$ cat src/design/dma_pkg.sv
`default_nettype none

package dma_pkg;

    // Bus and buffer widths
    localparam int data_w = 32;
    localparam int be_w = 4;
    localparam int burst_w = 8;
    localparam int buf_depth_log2 = 9;

    // Transfer states of the engine
    typedef enum logic [3:0] {
        idle,
        init,
        request_bus,
        set_up,
        read,
        read_wait_end,
        write,
        write_end,
        error_end
    } dma_state_t;

    typedef enum logic {
        op_read,
        op_write
    } dma_op_t;

    // Command captured from the host at launch
    typedef struct packed {
        dma_op_t                 op;
        logic [data_w-1:0]       address;
        // One bit wider than the buffer index so a full buffer fits
        logic [buf_depth_log2:0] block_size;
        logic [burst_w-1:0]      burst_size;
        logic [be_w-1:0]         byte_enable;
    } launch_cmd_t;

endpackage

`default_nettype wire

$ cat src/design/dma_transfer_counter.sv
`default_nettype none

module dma_transfer_counter #(
    parameter int BUF_AW = dma_pkg::buf_depth_log2
) (
    input  logic                       clock,
    input  logic                       n_reset,
    input  dma_pkg::dma_state_t        state,
    input  dma_pkg::launch_cmd_t       cmd_q,
    input  logic                       word_moved,
    output logic [dma_pkg::data_w-1:0] cur_address,
    output logic [BUF_AW-1:0]          buf_index,
    output logic                       block_done,
    output logic                       burst_last
);
    import dma_pkg::*;

    // Wide enough for both the block count and a full burst
    localparam int cnt_w = (BUF_AW > burst_w) ? BUF_AW + 1 : burst_w + 1;

    logic [cnt_w-1:0] remaining;
    logic [cnt_w-1:0] burst_left;
    logic [cnt_w-1:0] burst_len;

    assign burst_len = cnt_w'(cmd_q.burst_size) + cnt_w'(1);

    always_ff @(posedge clock) begin
        if (!n_reset) begin
            cur_address <= '0;
            remaining <= '0;
            buf_index <= '0;
            burst_left <= '0;
        end else if (state == init) begin
            cur_address <= {cmd_q.address[data_w-1:2], 2'b00};
            remaining <= cnt_w'(cmd_q.block_size);
            buf_index <= '0;
        end else if (state == set_up) begin
            // Final burst may be shorter than the programmed length
            burst_left <= (remaining < burst_len) ? remaining : burst_len;
        end else if (word_moved) begin
            cur_address <= cur_address + data_w'(4);
            buf_index <= buf_index + BUF_AW'(1);
            if (remaining != '0) begin
                remaining <= remaining - cnt_w'(1);
            end
            if (burst_left != '0) begin
                burst_left <= burst_left - cnt_w'(1);
            end
        end
    end

    // Last read word is written in the same cycle as the end strobe
    assign block_done = (remaining == '0) || (remaining == cnt_w'(1) && word_moved);
    assign burst_last = (burst_left == cnt_w'(1));

endmodule

`default_nettype wire

$ cat config.mk
export PLATFORM = sky130hd
export DESIGN_NAME = dma_transfer_counter
export DESIGN_NICKNAME = d
export VERILOG_FILES = /design/src/design/dma_pkg.sv /design/src/design/dma_transfer_counter.sv
export SDC_FILE = /design/constraint.sdc
export NUM_CORES = 1
export LEC_CHECK = 0
export ABC_AREA = 1
export BUFFER_PORTS_ARGS = -buffer_cell sky130_fd_sc_hd__buf_2
export CORE_AREA = 8 8 133 135
export CTS_CLUSTER_SIZE = 28
export DETAILED_ROUTE_END_ITERATION = 10
export DIE_AREA = 0 0 141 143
export PLACE_DENSITY = 0.58
export SYNTH_ARGS = -nofsm -noshare
export SYNTH_HDL_FRONTEND = slang
export SYNTH_SLANG_ARGS = --single-unit
$ cat constraint.sdc
create_clock -name clock -period 2.2 [get_ports clock]
set_input_delay 0.11 -clock clock [delete_from_list [all_inputs] [get_ports clock]]
set_output_delay 0.11 -clock clock [all_outputs]
set_load 0.03 [all_outputs]
Word-level counts from Yosys, hierarchy flattened
Index checks and enable logic that the tools add are counted.
- register bits after elaboration: 61
- word-level logic and storage cells: 44
- add/subtract/negate cells: 5
- $lt $le $gt $ge: 1
- equal/unequal tests: 5
- multiplexer cells: 11
- bitwise gates (word level): 3
- reductions and logical operators: 14
- operators with widths (kind ; number):
    32-bit two-way mux ; 3
    10-bit two-way mux ; 8
    32-bit by 3-bit adder with 32-bit output, second input constant ; 1
    10-bit by 1-bit equality test with 1-bit output, second input constant ; 2
    10-bit nonzero test ; 2
    10-bit by 1-bit subtractor with 10-bit output, second input constant ; 2
    10-bit zero test ; 1
    10-bit by 9-bit less-than comparator with 1-bit output ; 1
    8-bit by 1-bit adder with 9-bit output, second input constant ; 1
    9-bit by 1-bit adder with 9-bit output, second input constant ; 1
    2-bit nonzero test ; 4
    3-bit AND reduction ; 2
    4-bit by 1-bit equality test with 1-bit output, second input constant ; 1
    4-bit by 2-bit equality test with 1-bit output, second input constant ; 1
    2-bit AND reduction ; 2
    1-bit NOT ; 3
    2-bit != test, second input constant ; 1
    2-bit OR reduction ; 1
    1-bit logical AND ; 1
    1-bit logical OR ; 1

Depth between registers and ports, before layout
Gate-level depths: netlist of the first run.
- depth after elaboration: 5
- gate-level depth with buffers: 14
- depth with buffers taken out: 14

Least setup slack after synthesis of the first run
OpenSTA, ideal clock, no wires.
- path type: input-to-reg
- from: in cmd_q[4] (netlist bit)
- to: reg burst_left[6]
- arrival: 1842 ps
- slack: 238 ps
- stages: 12
- buffers on the path: 0
- cells stage by stage: ha_1 -> nand3_1 -> nor3_1 -> nand3_1 -> ha_1 -> nand2_1 -> nor2_1 -> nand3_2 -> nand3_2 -> nand2_1 -> nand3_1 -> a21oi_1
- cells in the longest elaborated chain, start to end: 4
- ends and longest elaborated chain (element ; RTL line ; source):
    from (decl) ; dma_transfer_counter.sv:9 ; input dma_pkg::launch_cmd_t cmd_q,
    8-bit by 1-bit adder with 9-bit output (*) ; dma_transfer_counter.sv:25 ; assign burst_len = cnt_w'(cmd_q.burst_size) + cnt_w'(1);
    10-bit by 9-bit less-than comparator with 1-bit output ; dma_transfer_counter.sv:39 ; burst_left <= (remaining < burst_len) ? remaining : burst_len;
    10-bit two-way mux (*) ; dma_transfer_counter.sv:39 ;
    10-bit two-way mux (*) ; dma_transfer_counter.sv:37 ; end else if (state == set_up) begin
    to (signal assigned) ; dma_transfer_counter.sv:39 ;
    to (signal assigned) ; dma_transfer_counter.sv:47 ; burst_left <= burst_left - cnt_w'(1);
    to (decl) ; dma_transfer_counter.sv:22 ; logic [cnt_w-1:0] burst_left;
Mark *: on every way between the ends. The rest lies on a longest branch, timed or not.
A chain may end at the register's enable or synchronous reset.

Worst setup path after layout of the first run
- from: reg remaining[0]
- to: out block_done
- cells in the longest elaborated chain, start to end: 3
- elaborated cells on any way between the ends: 4
- classes of those cells: 1 x eq/ne; 3 x reduce/logical
- ends and longest elaborated chain (element ; RTL line ; source):
    from (decl) ; dma_transfer_counter.sv:21 ; logic [cnt_w-1:0] remaining;
    from (signal assigned) ; dma_transfer_counter.sv:35 ; remaining <= cnt_w'(cmd_q.block_size);
    from (signal assigned) ; dma_transfer_counter.sv:44 ; remaining <= remaining - cnt_w'(1);
    10-bit by 1-bit equality test with 1-bit output ; dma_transfer_counter.sv:53 ; assign block_done = (remaining == '0) || (remaining == cnt_w'(1) && word_moved);
    1-bit logical AND ; dma_transfer_counter.sv:53 ;
    1-bit logical OR (*) ; dma_transfer_counter.sv:53 ;
    to (decl) ; dma_transfer_counter.sv:13 ; output logic block_done,
Marked as above.

==> implementation parameters, run 1 <==
Parameter                              Value

Setup path
  Worst EP arrival ... 1.87 ns
  Largest fanout on the critical path ... 5
  Type of element launching the critical path ... flip-flop
  Required time at the worst-slack endpoint ... 2.09 ns
  Endpoint kind of the worst setup timing path ... output port
  Type of the setup path with the least slack ... flip-flop to output port

Synth
  Dominant combinational cell family by area after synthesis ... simple AND/OR/NAND/NOR gates
  Total of flip-flops plus latches after synthesis ... 59
  Asr flop ratio synth ... 0
  Cell types occupying the most area after synthesis ... dfxtp_1 26%, nand2_1 15%, nor2_1 9.9%
  Post-synth top cells ... 184 x nand2_1, 120 x nor2_1, 80 x inv_1, 64 x nand3_1, 59 x dfxtp_1
  Synthesized-area fraction occupied by and/or/nand/nor cells ... 0.4162
  Most common flop cell mapped by yosys ... dfxtp_1
  Library cell with the highest instance count after synthesis ... nand2_1
  Synth unique cells ... 41
  Cell accounting for the most synthesized area ... dfxtp_1
  XOR/XNOR share of the synthesized area ... 0.02505
  Post-Synth Adder-Cell Area ... 0.04129
  Multiplexer share of the synthesized area ... 0
  Ys Warns ... 0
  Post-synthesis compound-gate area fraction ... 0.1572
  Number of enable flip-flop cells after synthesis ... 0
  Area of the mapped netlist ... 4546 µm²
  Synthesized area per cell ... 6.037 µm²
  Share of the synthesized area in the top cell type ... 0.2598
  Synthesized instance count ... 753
  Sequential fraction of the synthesis area ... 0.2598

Die
  Rows ... 46
  Core footprint ... 15600 µm²
  Width of the die ... 141 µm
  Top Ports ... 105
  Total Die Area ... 20160 µm²
  Vertical die dimension ... 143 µm
  Starting Density ... 0.2914

Placement
  Number of buffers added on ports ... 95
  Gpl congestion ... 0.8353
  Total half-perimeter wirelength after legalization and detailed placement ... 11.37 mm
  Pre-CTS worst setup slack ... -0.004755 ns
  Cell count after placement ... 1060

GRT
  Met2 global-route usage ... 0.2522
  Antenna violations before repair ... 0
  Gr busiest metal ... met2
  Met1 Use GR ... 0.1746
  GRT Resource Usage Total ... 0.1453
  Via count of the first global-routing pass ... 4717
  Largest net degree at the start of global routing ... 33
  Met3 track demand over resource in global routing ... 0.03139
  Grt total ovfl ... 0
  Global-route wire length before repair ... 23.55 mm

Timing
  Worst slack on hold paths ... 0.07064 ns
  Skew final ... 0.006370 ns
  Final setup vio count ... 0
  Highest clock frequency the design can meet ... 0.5041 GHz
  Final count of hold timing violations ... 0
  Final Cycle Share ... 0.9016
  Post-layout min period ... 1.984 ns
  Worst-case setup margin in the final layout ... 0.2164 ns
  Slew Limit Fails ... 0
  Setup repair after global routing missed its margin ... false

Final layout
  Number of standard cells in the layout, taps in and fillers out ... 1072
  Number of diodes ... 0
  Fill cell instance count of the final layout ... 1758
  Area growth syn-to-layout ... 21.94%
  Share of cells above drive strength 1 ... 0.1904
  Net total in the final layout ... 932

Route
  Wire length per cell ... 13.53 µm
  Iteration count of the initial detailed-routing pass ... 5
  Via Count ... 5019
  Post-detailed-route via-to-cell ratio ... 4.682
  Final WL ... 14.50 mm
  First DRT Iteration DRCs ... 328
  Number of DRC violations after detailed routing ... 0
  Number of nets still failing antenna checks after routing ... 0

CTS
  Hold Buf Count CTS ... 0
  Resized cells post-CTS ... 0
  TritonCTS clock tree ... yes
  H-tree depth reported by CTS ... 3
  Number of buffers between clock root and the deepest sink ... 2
  Clock root buffer ... clkbuf_16
  Clk slew on worst S/H paths ... 0.05 ns
  Post-CTS Setup Inserts ... 0
  TritonCTS buffer count ... 9
  Count of clock tree sinks ... 59
  Later-pin clock latency in the skew report ... 0.33 ns

Power and ir drop
  Leakage component of the power ... 0.002462 µW
  Max rail drop VDD ... 0.0003679 V
  Post-route total power ... 3634 µW
  Total power per unit cell area ... 655.6 nW/µm²

Flow run
  Reported max-cap violation count ... 0

Worst hold path
  Type of the most critical hold path ... input port to flip-flop

Outcome
  Run status ... finished, final reports clean
==> logic make-up after synthesis <==
logic type	count (synthesis)
flip-flops	59
AO/OA/AOI/OAI	128
XOR/XNOR	13
other	1
AND/OR/NAND/NOR	430
adder cells (fa/ha/maj)	15
buffers and inverters	107
==> per-stage QoR <==
stage	util	cell area [µm²]	setup TNS, ns
floorplan	-	4549	0
global placement	0.3401	5305	0
detailed placement	0.3401	5305	-0.004755
CTS	0.3554	5543	0
global route	0.3554	5543	0
finish	0.3554	5543	0
==> metal layers <==
layer,wire length [µm],vias to the layer above
met5,0,-
met4,166,0
met3,741,15
met2,6932,103
met1,6662,2244
li1,-,2657
==> registers in the layout, summed over array words and instances (netlist names) <==
| register | count |
|---|---|
| buf_index | 9 |
| burst_left | 10 |
| cur_address | 30 |
| remaining | 10 |
==> final timing paths <==
path | startpoint | end | slack (ns) | depth (start not counted)
setup / recovery | remaining[0] | block_done | 0.22 | 7
hold / removal | cmd_q[24] | cur_address[2] | 0.07 | 3
setup reg to reg | cur_address[2] | cur_address[26] | 0.39 | 11
hold reg to reg | buf_index[7] | buf_index[7] | 0.50 | 2
==> worst max-delay path: stages (launching register included) <==
cell	delay (ns)
dfxtp_1	0.36
inv_1	0.14
ha_1	0.21
nand2_1	0.12
nor2_2	0.18
nand3_2	0.13
o41ai_1	0.12
buf_2	0.29
==> where the power goes <==
part | total (µW) | leakage (µW) | switching (µW) | internal, µW
clock | 1210 | 0.000117 | 473 | 733
combinational | 1150 | 0.00186 | 719 | 428
sequential | 1280 | 0.000482 | 118 | 1160
total | 3630 | 0.00246 | 1310 | 2320
==> layout make-up <==
cell class	count	area (µm²)	share of cell area
clock buffers	11	232.7	0.04199
multi-input cells	588	2915	0.5260
flip-flops and latches	59	1181	0.2131
clock inverters	1	5.005	0.0009029
inverters	84	315.3	0.05688
repair buffers	113	623.1	0.1124
well taps	216	270.3	0.04876
==> layout by cell type (no fill, tap or decap), types with 5 or more instances in the layout <==
cell,instances
nor2_2,7
nand4_1,16
a21oi_1,50
buf_2,95
nand3_2,7
ha_1,15
nor2_1,120
xor2_1,9
o21ai_1,6
nand3_1,64
clkbuf_16,9
inv_1,80
nand2_2,5
nand2_1,184
buf_4,17
o21ai_0,51
nor3_1,10
dfxtp_1,59
or2_2,7
Power figures use the tool's default switching activity.
==> run 2, diff against run 1 <==
- REMOVE_ABC_BUFFERS: unset -> 1
==> run 2 against run 1 <==
Net effect:
- critical path depth unchanged
- sequential power about the same
- sequential share of layout area down 0.091 points
- core utilization up 0.15 points
- cell count up 0.37%
- via count up 1.2%
- die area unchanged
- register-to-register slack better by 0.02 ns
- fmax down 1.9%
- critical path type unchanged
- critical endpoint unchanged
- largest power group is now clock
- highest routed layer unchanged
==> implementation parameters, run 2 (synthesis gave the netlist of run 1 again) <==
Parameter                              Value

Timing
  Post-layout min period ... 2.023 ns (was 1.984 ns)
  Setup repair after global routing missed its margin ... false (unchanged)
  Worst-case setup margin in the final layout ... 0.1771 ns (was 0.2164 ns)
  Skew final ... 0.007080 ns (was 0.006370 ns)
  Highest clock frequency the design can meet ... 0.4944 GHz (was 0.5041 GHz)
  Final setup vio count ... 0 (unchanged)
  Final count of hold timing violations ... 0 (unchanged)
  Worst slew margin ... 0.6645
  Worst-margin pin slew ... 0.4967 ns
  Final Cycle Share ... 0.9195 (was 0.9016)
  Slew Limit Fails ... 0 (unchanged)

Final layout
  Share of cells above drive strength 1 ... 0.1930 (was 0.1904)
  Commonest cells after routing, fill and taps aside ... 184 x nand2_1, 120 x nor2_1, 95 x buf_2, 80 x inv_1, 64 x nand3_1 (unchanged)
  Flip-flop count of the largest register after layout ... 30 (unchanged)
  Most common cell after layout, fill and taps aside ... nand2_1 (unchanged)
  Largest registers ranked by flip-flop count ... cur_address: 30 flops, burst_left: 10 flops, remaining: 10 flops (unchanged)
  Sequential cell area ... 1181 µm² (unchanged)
  Fill cell instance count of the final layout ... 1718 (was 1758)
  Area growth syn-to-layout ... 22.46% (was 21.94%)
  Number of diodes ... 0 (unchanged)
  Footprint of the multi-input gates ... 2915 µm² (unchanged)
  Area of all placed cells without fillers ... 5567 µm² (was 5543 µm²)
  Net total in the final layout ... 932 (unchanged)
  Top register by number of flip-flops ... cur_address (unchanged)

Setup path
  Worst EP arrival ... 1.91 ns (was 1.87 ns)
  Required time at the worst-slack endpoint ... 2.09 ns (about the same)
  Type of element launching the critical path ... flip-flop (unchanged)
  Slowest library cell on the worst path ... dfxtp_1 (unchanged)
  Delay of the slowest cell on the worst path ... 0.37 ns (was 0.36 ns)
  Type of the setup path with the least slack ... flip-flop to output port (unchanged)
  Crit path buffers/inverters ... 2 (unchanged)
  Largest fanout on the critical path ... 5 (unchanged)
  Kind of cell adding the most delay to the critical path ... buffers and inverters (unchanged)
  Chain of cells forming the critical path ... inv_1 > ha_1 > nand2_1 > nor2_2 > nand3_2 > o41ai_1 > buf_2 (unchanged)
  Endpoint kind of the worst setup timing path ... output port (unchanged)
  Number of logic stages on the critical path including buffering ... 7 (unchanged)
  Worst r2r path cells ... 10 (was 11)

CTS
  Clock root buffer ... clkbuf_16 (unchanged)
  Later-pin clock latency in the skew report ... 0.34 ns (was 0.33 ns)
  Hold Buf Count CTS ... 0 (unchanged)
  Post-CTS Setup Inserts ... 0 (unchanged)
  Count of clock tree sinks ... 59 (unchanged)
  Number of buffers between clock root and the deepest sink ... 2 (unchanged)
  TritonCTS buffer count ... 9 (unchanged)
  H-tree depth reported by CTS ... 3 (unchanged)
  Resized cells post-CTS ... 0 (unchanged)
  Clk slew on worst S/H paths ... 0.05 ns (about the same)
  TritonCTS clock tree ... yes (unchanged)

GRT
  Grt total ovfl ... 0 (unchanged)
  Largest net degree at the start of global routing ... 31 (was 33)
  Antenna violations before repair ... 0 (unchanged)
  Via count of the first global-routing pass ... 4799 (was 4717)
  GRT Resource Usage Total ... 0.1488 (was 0.1453)
  Global-route wire length before repair ... 23.96 mm (was 23.55 mm)

Worst hold path
  Type of the most critical hold path ... input port to flip-flop (unchanged)
  Cell depth of the worst min-delay path ... 3 (unchanged)

Placement
  Pre-CTS worst setup slack ... -0.02601 ns (was -0.004755 ns)
  Gpl congestion ... 0.8683 (was 0.8353)
  Total half-perimeter wirelength after legalization and detailed placement ... 11.40 mm (was 11.37 mm)
  Area of placed instances ... 5293 µm² (was 5305 µm²)
  Number of buffers added on ports ... 95 (unchanged)

Route
  First DRT Iteration DRCs ... 360 (was 328)
  Wire length per cell ... 13.80 µm (was 13.53 µm)
  Number of DRC violations after detailed routing ... 0 (unchanged)
  Via Count ... 5080 (was 5019)
  Final WL ... 14.85 mm (was 14.50 mm)
  Post-detailed-route via-to-cell ratio ... 4.721 (was 4.682)
  Iteration count of the initial detailed-routing pass ... 5 (unchanged)
  Number of nets still failing antenna checks after routing ... 0 (unchanged)

Power and ir drop
  Sequential power share ... 0.341 (was 0.352)
  Total internal power ... 2408 µW (was 2324 µW)
  Post-route total power ... 3754 µW (was 3634 µW)
  Net switching power of the design ... 1346 µW (was 1309 µW)
  Fraction of power consumed by combinational cells ... 0.306 (was 0.316)
  Max rail drop VDD ... 0.0004207 V (was 0.0003679 V)
  Sw Ratio ... 0.3586 (was 0.3603)
  Clock network power share ... 0.353 (was 0.332)
  Total power per unit cell area ... 674.5 nW/µm² (was 655.6 nW/µm²)
  Leakage component of the power ... 0.002474 µW (was 0.002462 µW)

Die
  Rows ... 46 (unchanged)
  Starting Density ... 0.2914 (unchanged)
  Top Ports ... 105 (unchanged)
  Vertical die dimension ... 143 µm (unchanged)
  Width of the die ... 141 µm (unchanged)
  Total Die Area ... 20160 µm² (unchanged)
  Core footprint ... 15600 µm² (unchanged)

Flow run
  Reported max-cap violation count ... 0 (unchanged)

Outcome
  Run status ... finished, final reports clean (unchanged)
[run 2: cell types whose count changed in the layout (fill, tap and decap cells not counted), sizes merged]
cell and delta:
clkinv +1, clkbuf +3
[run 2: metrics by stage]
| step | setup TNS [ns] | hold WS [ns] | utilization | std cells |
|---|---|---|---|---|
| final | 0 | 0.05952 | 0.3569 | 1076 |
| after global routing | 0 | 0.06446 | 0.3569 | 1076 |
| after CTS | 0 | 0.05886 | 0.3569 | 1076 |
| after detailed placement | -0.05394 | 0.4167 | 0.3393 | 1060 |
| after global placement | 0 | 0.4052 | 0.3393 | 1060 |
| after floorplan | 0 | 0.2076 | - | 731 |
[run 2: worst reg2reg max path, delay by kind of cell (launching register included)]
family	cells	cell delay, ns
flip-flops	1	0.40
AND/OR/NAND/NOR	9	1.07
adder cells (fa/ha/maj)	1	0.19
[run 2: cell type report]
type,count,share of cell area
Sequential cell,59,0.2122
Multi-Input combinational cell,588,0.5237
Inverter,84,0.05664
Tap cell,216,0.04855
Clock buffer,14,0.04743
Timing Repair Buffer,113,0.1097
Clock inverter,2,0.001798
[run 2: path summary, 6_finish.rpt]
kind,from,to,slack [ns]
min reg2reg,buf_index[7],buf_index[7],0.50
max reg2reg,cur_address[2],cur_address[20],0.41
min,cmd_q[24],cur_address[2],0.06
max,remaining[0],block_done,0.18
[run 2: routing by layer]
metal | GRT usage | routed length [µm] | share of wire
met5 | 0 | 0 | 0
met1 | 0.1794 | 6762 | 0.46
met4 | 0.06165 | 295 | 0.020
met2 | 0.2511 | 6992 | 0.47
met3 | 0.03306 | 799 | 0.054
[run 2: power by group through the flow]
| stage | clock [µW] | combinational (µW) | sequential (µW) |
|---|---|---|---|
| 2_1_floorplan | 0 | 794 | 1310 |
| 5_1_grt | 1410 | 1310 | 1300 |
| 6_report | 1320 | 1150 | 1280 |
| 3_3_place_gp | 0 | 1140 | 1300 |
| 3_5_place_dp | 0 | 1150 | 1300 |
| 4_1_cts | 1360 | 1160 | 1280 |
==> run 3, diff against run 2 <==
--- a/config.mk
+++ b/config.mk
@@ -8,8 +8,8 @@
 export ABC_AREA = 1
 export BUFFER_PORTS_ARGS = -buffer_cell sky130_fd_sc_hd__buf_2
-export CORE_AREA = 8 8 133 135
+export CORE_AREA = 2 2 127 129
 export CTS_CLUSTER_SIZE = 28
 export DETAILED_ROUTE_END_ITERATION = 10
-export DIE_AREA = 0 0 141 143
+export DIE_AREA = 0 0 129 131
 export PLACE_DENSITY = 0.58
 export REMOVE_ABC_BUFFERS = 1
==> constraint.sdc (replaced) <==
create_clock -name clock -period 2.2 [get_ports clock]
set_input_delay 0.55 -clock clock [delete_from_list [all_inputs] [get_ports clock]]
set_output_delay 0.55 -clock clock [all_outputs]
set_load 0.03 [all_outputs]
==> run 3 against run 2 <==
Net effect:
- combinational power grew 27%
- cell area grew 11%
- non-clock buffer count grew 33
- critical endpoint unchanged
==> implementation parameters, run 3 (synthesis gave the netlist of run 1 again) <==
Parameter                              Value

Setup path
  Largest fanout on the critical path ... 4 (was 5)
  Crit path buffers/inverters ... 3 (was 2)
  Worst r2r path cells ... 10 (unchanged)
  Required time at the worst-slack endpoint ... 1.65 ns (was 2.09 ns)
  Type of the setup path with the least slack ... flip-flop to output port (unchanged)
  Kind of cell adding the most delay to the critical path ... buffers and inverters (unchanged)
  Endpoint kind of the worst setup timing path ... output port (unchanged)
  FF-to-FF Start ... cur_address[2] (unchanged)
  Slowest library cell on the worst path ... dfxtp_2 (was dfxtp_1)
  Crit path from ... remaining[1] (was remaining[0])
  Capturing point of the worst reg2reg path ... cur_address[20] (unchanged)
  Worst EP arrival ... 1.61 ns (was 1.91 ns)
  Delay of the slowest cell on the worst path ... 0.34 ns (was 0.37 ns)
  Number of logic stages on the critical path including buffering ... 6 (was 7)
  Critical Path End ... block_done (unchanged)
  Type of element launching the critical path ... flip-flop (unchanged)
  Chain of cells forming the critical path ... inv_2 > ha_1 > nand2_1 > o41ai_2 > buf_4 > buf_6 (was inv_1 > ha_1 > nand2_1 > nor2_2 > nand3_2 > o41ai_1 > buf_2)
  Register-to-Register Setup Slack ... 0.41 ns (about the same)

Final layout
  Footprint of the multi-input gates ... 3141 µm² (was 2915 µm²)
  Top register by number of flip-flops ... cur_address (unchanged)
  Most common cell after layout, fill and taps aside ... nand2_1 (unchanged)
  Largest registers ranked by flip-flop count ... cur_address: 30 flops, burst_left: 10 flops, remaining: 10 flops (unchanged)
  Fill cell instance count of the final layout ... 1689 (was 1718)
  Commonest cells after routing, fill and taps aside ... 177 x nand2_1, 117 x nor2_1, 92 x buf_2, 77 x inv_1 (was 184 x nand2_1, 120 x nor2_1, 95 x buf_2, 80 x inv_1, 64 x nand3_1)
  Number of diodes ... 0 (unchanged)
  Area growth syn-to-layout ... 35.40% (was 22.46%)
  Number of standard cells in the layout, taps in and fillers out ... 1110 (was 1076)
  Net total in the final layout ... 966 (was 932)
  Share of cells above drive strength 1 ... 0.2640 (was 0.1930)
  Flip-flop count of the largest register after layout ... 30 (unchanged)
  Sequential cell area ... 1184 µm² (was 1181 µm²)

Power and ir drop
  Clock network power share ... 0.364 (was 0.353)
  Leakage component of the power ... 0.002727 µW (was 0.002474 µW)
  Max rail drop VDD ... 0.0004352 V (was 0.0004207 V)
  Total power per unit cell area ... 697.2 nW/µm² (was 674.5 nW/µm²)
  Fraction of power consumed by combinational cells ... 0.341 (was 0.306)
  Sequential power share ... 0.295 (was 0.341)
  Net switching power of the design ... 1481 µW (was 1346 µW)
  Sw Ratio ... 0.3451 (was 0.3586)
  Total internal power ... 2810 µW (was 2408 µW)
  Post-route total power ... 4291 µW (was 3754 µW)

CTS
  Clock root buffer ... clkbuf_16 (unchanged)
  TritonCTS clock tree ... yes (unchanged)
  TritonCTS buffer count ... 9 (unchanged)
  Hold Buf Count CTS ... 0 (unchanged)
  Number of buffers between clock root and the deepest sink ... 2 (unchanged)
  Count of clock tree sinks ... 59 (unchanged)
  H-tree depth reported by CTS ... 3 (unchanged)
  Clk slew on worst S/H paths ... 0.05 ns (about the same)
  Later-pin clock latency in the skew report ... 0.34 ns (about the same)

GRT
  Largest net degree at the start of global routing ... 30 (was 31)
  Via count of the first global-routing pass ... 4875 (was 4799)
  Grt total ovfl ... 0 (unchanged)
  Antenna violations before repair ... 0 (unchanged)
  GRT Resource Usage Total ... 0.1751 (was 0.1488)
  Global-route wire length before repair ... 23.49 mm (was 23.96 mm)

Route
  Number of DRC violations after detailed routing ... 0 (unchanged)
  Post-detailed-route via-to-cell ratio ... 4.740 (was 4.721)
  Iteration count of the initial detailed-routing pass ... 5 (unchanged)
  Number of nets still failing antenna checks after routing ... 0 (unchanged)
  Via Count ... 5261 (was 5080)
  First DRT Iteration DRCs ... 276 (was 360)
  Wire length per cell ... 13.33 µm (was 13.80 µm)
  Final WL ... 14.79 mm (was 14.85 mm)

Die
  Core footprint ... 15600 µm² (unchanged)
  Vertical die dimension ... 131 µm (was 143 µm)
  Top Ports ... 105 (unchanged)
  Rows ... 46 (unchanged)
  Starting Density ... 0.2914 (unchanged)
  Total Die Area ... 16900 µm² (was 20160 µm²)
  Width of the die ... 129 µm (was 141 µm)

Timing
  Skew final ... 0.005462 ns (was 0.007080 ns)
  Final Cycle Share ... 0.9797 (was 0.9195)
  Setup_tns ... 0 ns (unchanged)
  Highest clock frequency the design can meet ... 0.4640 GHz (was 0.4944 GHz)
  Post-layout min period ... 2.155 ns (was 2.023 ns)
  Final count of hold timing violations ... 0 (unchanged)
  Worst slack on hold paths ... 0.4828 ns (was 0.05952 ns)
  Slew Limit Fails ... 0 (unchanged)
  Final setup vio count ... 0 (unchanged)

Placement
  Gpl congestion ... 0.8453 (was 0.8683)
  Number of buffers added on ports ... 95 (unchanged)
  Total half-perimeter wirelength after legalization and detailed placement ... 11.27 mm (was 11.40 mm)
  Cell count after placement ... 1090 (was 1060)

Outcome
  Run status ... finished, final reports clean (unchanged)

Worst hold path
  Type of the most critical hold path ... flip-flop to flip-flop (was input port to flip-flop)

Flow run
  Reported max-cap violation count ... 0 (unchanged)
## run 3: changes by cell type in the layout (fill, tap and decap cells not counted), sizes merged
cell    before  now
bufinv       0    2
nand3       71   72
buf        113  146
clkbuf      14   11
clkinv       3    4
## run 3: stage by stage
step           area (µm²)  utilization  setup WS [ns]
2_1_floorplan        4412            -        -0.2044
3_3_place_gp         5543       0.3554        -0.3957
3_5_place_dp         5543       0.3554        -0.4447
4_1_cts              5892       0.3777        0.01466
5_1_grt              6155       0.3946       -0.01909
6_report             6155       0.3946        0.04472
## run 3: how the worst min path moves through the flow
stage / from / end / slack (ns) / cells past startpoint
floorplan: remaining[9] / remaining[9] / 0.46 / 2
global placement: buf_index[7] / buf_index[7] / 0.48 / 2
detailed placement: buf_index[7] / buf_index[7] / 0.48 / 2
CTS: cmd_q[24] / cur_address[2] / 0.48 / 3
global route: buf_index[7] / buf_index[7] / 0.50 / 2
finish: buf_index[7] / buf_index[7] / 0.48 / 2
## run 3: what timing repair did
| item | 4_1_cts | 5_1_grt |
|---|---|---|
| cloned | 0 | 2 |
| pin swaps | 1 | 19 |
| endpoints found under the setup margin | 10 | 11 |
| resized for setup | 6 | 52 |
| setup buffers | 1 | 1 |
## run 3: metal layers
| layer | up-vias | global-route usage | routed length [µm] |
|---|---|---|---|
| li1 | 2727 | - | - |
| met1 | 2354 | 0.2106 | 6523 |
| met2 | 155 | 0.3075 | 7152 |
| met3 | 25 | 0.03176 | 757 |
| met4 | 0 | 0.07481 | 358 |
| met5 | - | 0 | 0 |
## run 3: final cells by class
| type | count | share of cell area |
|---|---|---|
| clock inverter | 5 | 0.01220 |
| tap | 216 | 0.04391 |
| clock buffer | 11 | 0.04107 |
| timing repair buffer | 146 | 0.1490 |
| inverter | 84 | 0.05123 |
| multi-input combinational | 589 | 0.5103 |
| sequential | 59 | 0.1923 |
## run 3: worst reg2reg max path, delay by kind of cell (launching register included)
family | cells | cell delay (ns)
flip-flops | 1 | 0.41
adder cells (fa/ha/maj) | 1 | 0.20
AND/OR/NAND/NOR | 9 | 1.06
## run 3: power by group through the flow
stage	Combinational (µW)	Sequential [µW]	Clock (µW)
global route	1650	1280	1640
finish	1460	1270	1560
floorplan	794	1310	0
detailed placement	1270	1280	0
global placement	1260	1280	0
CTS	1300	1260	1600
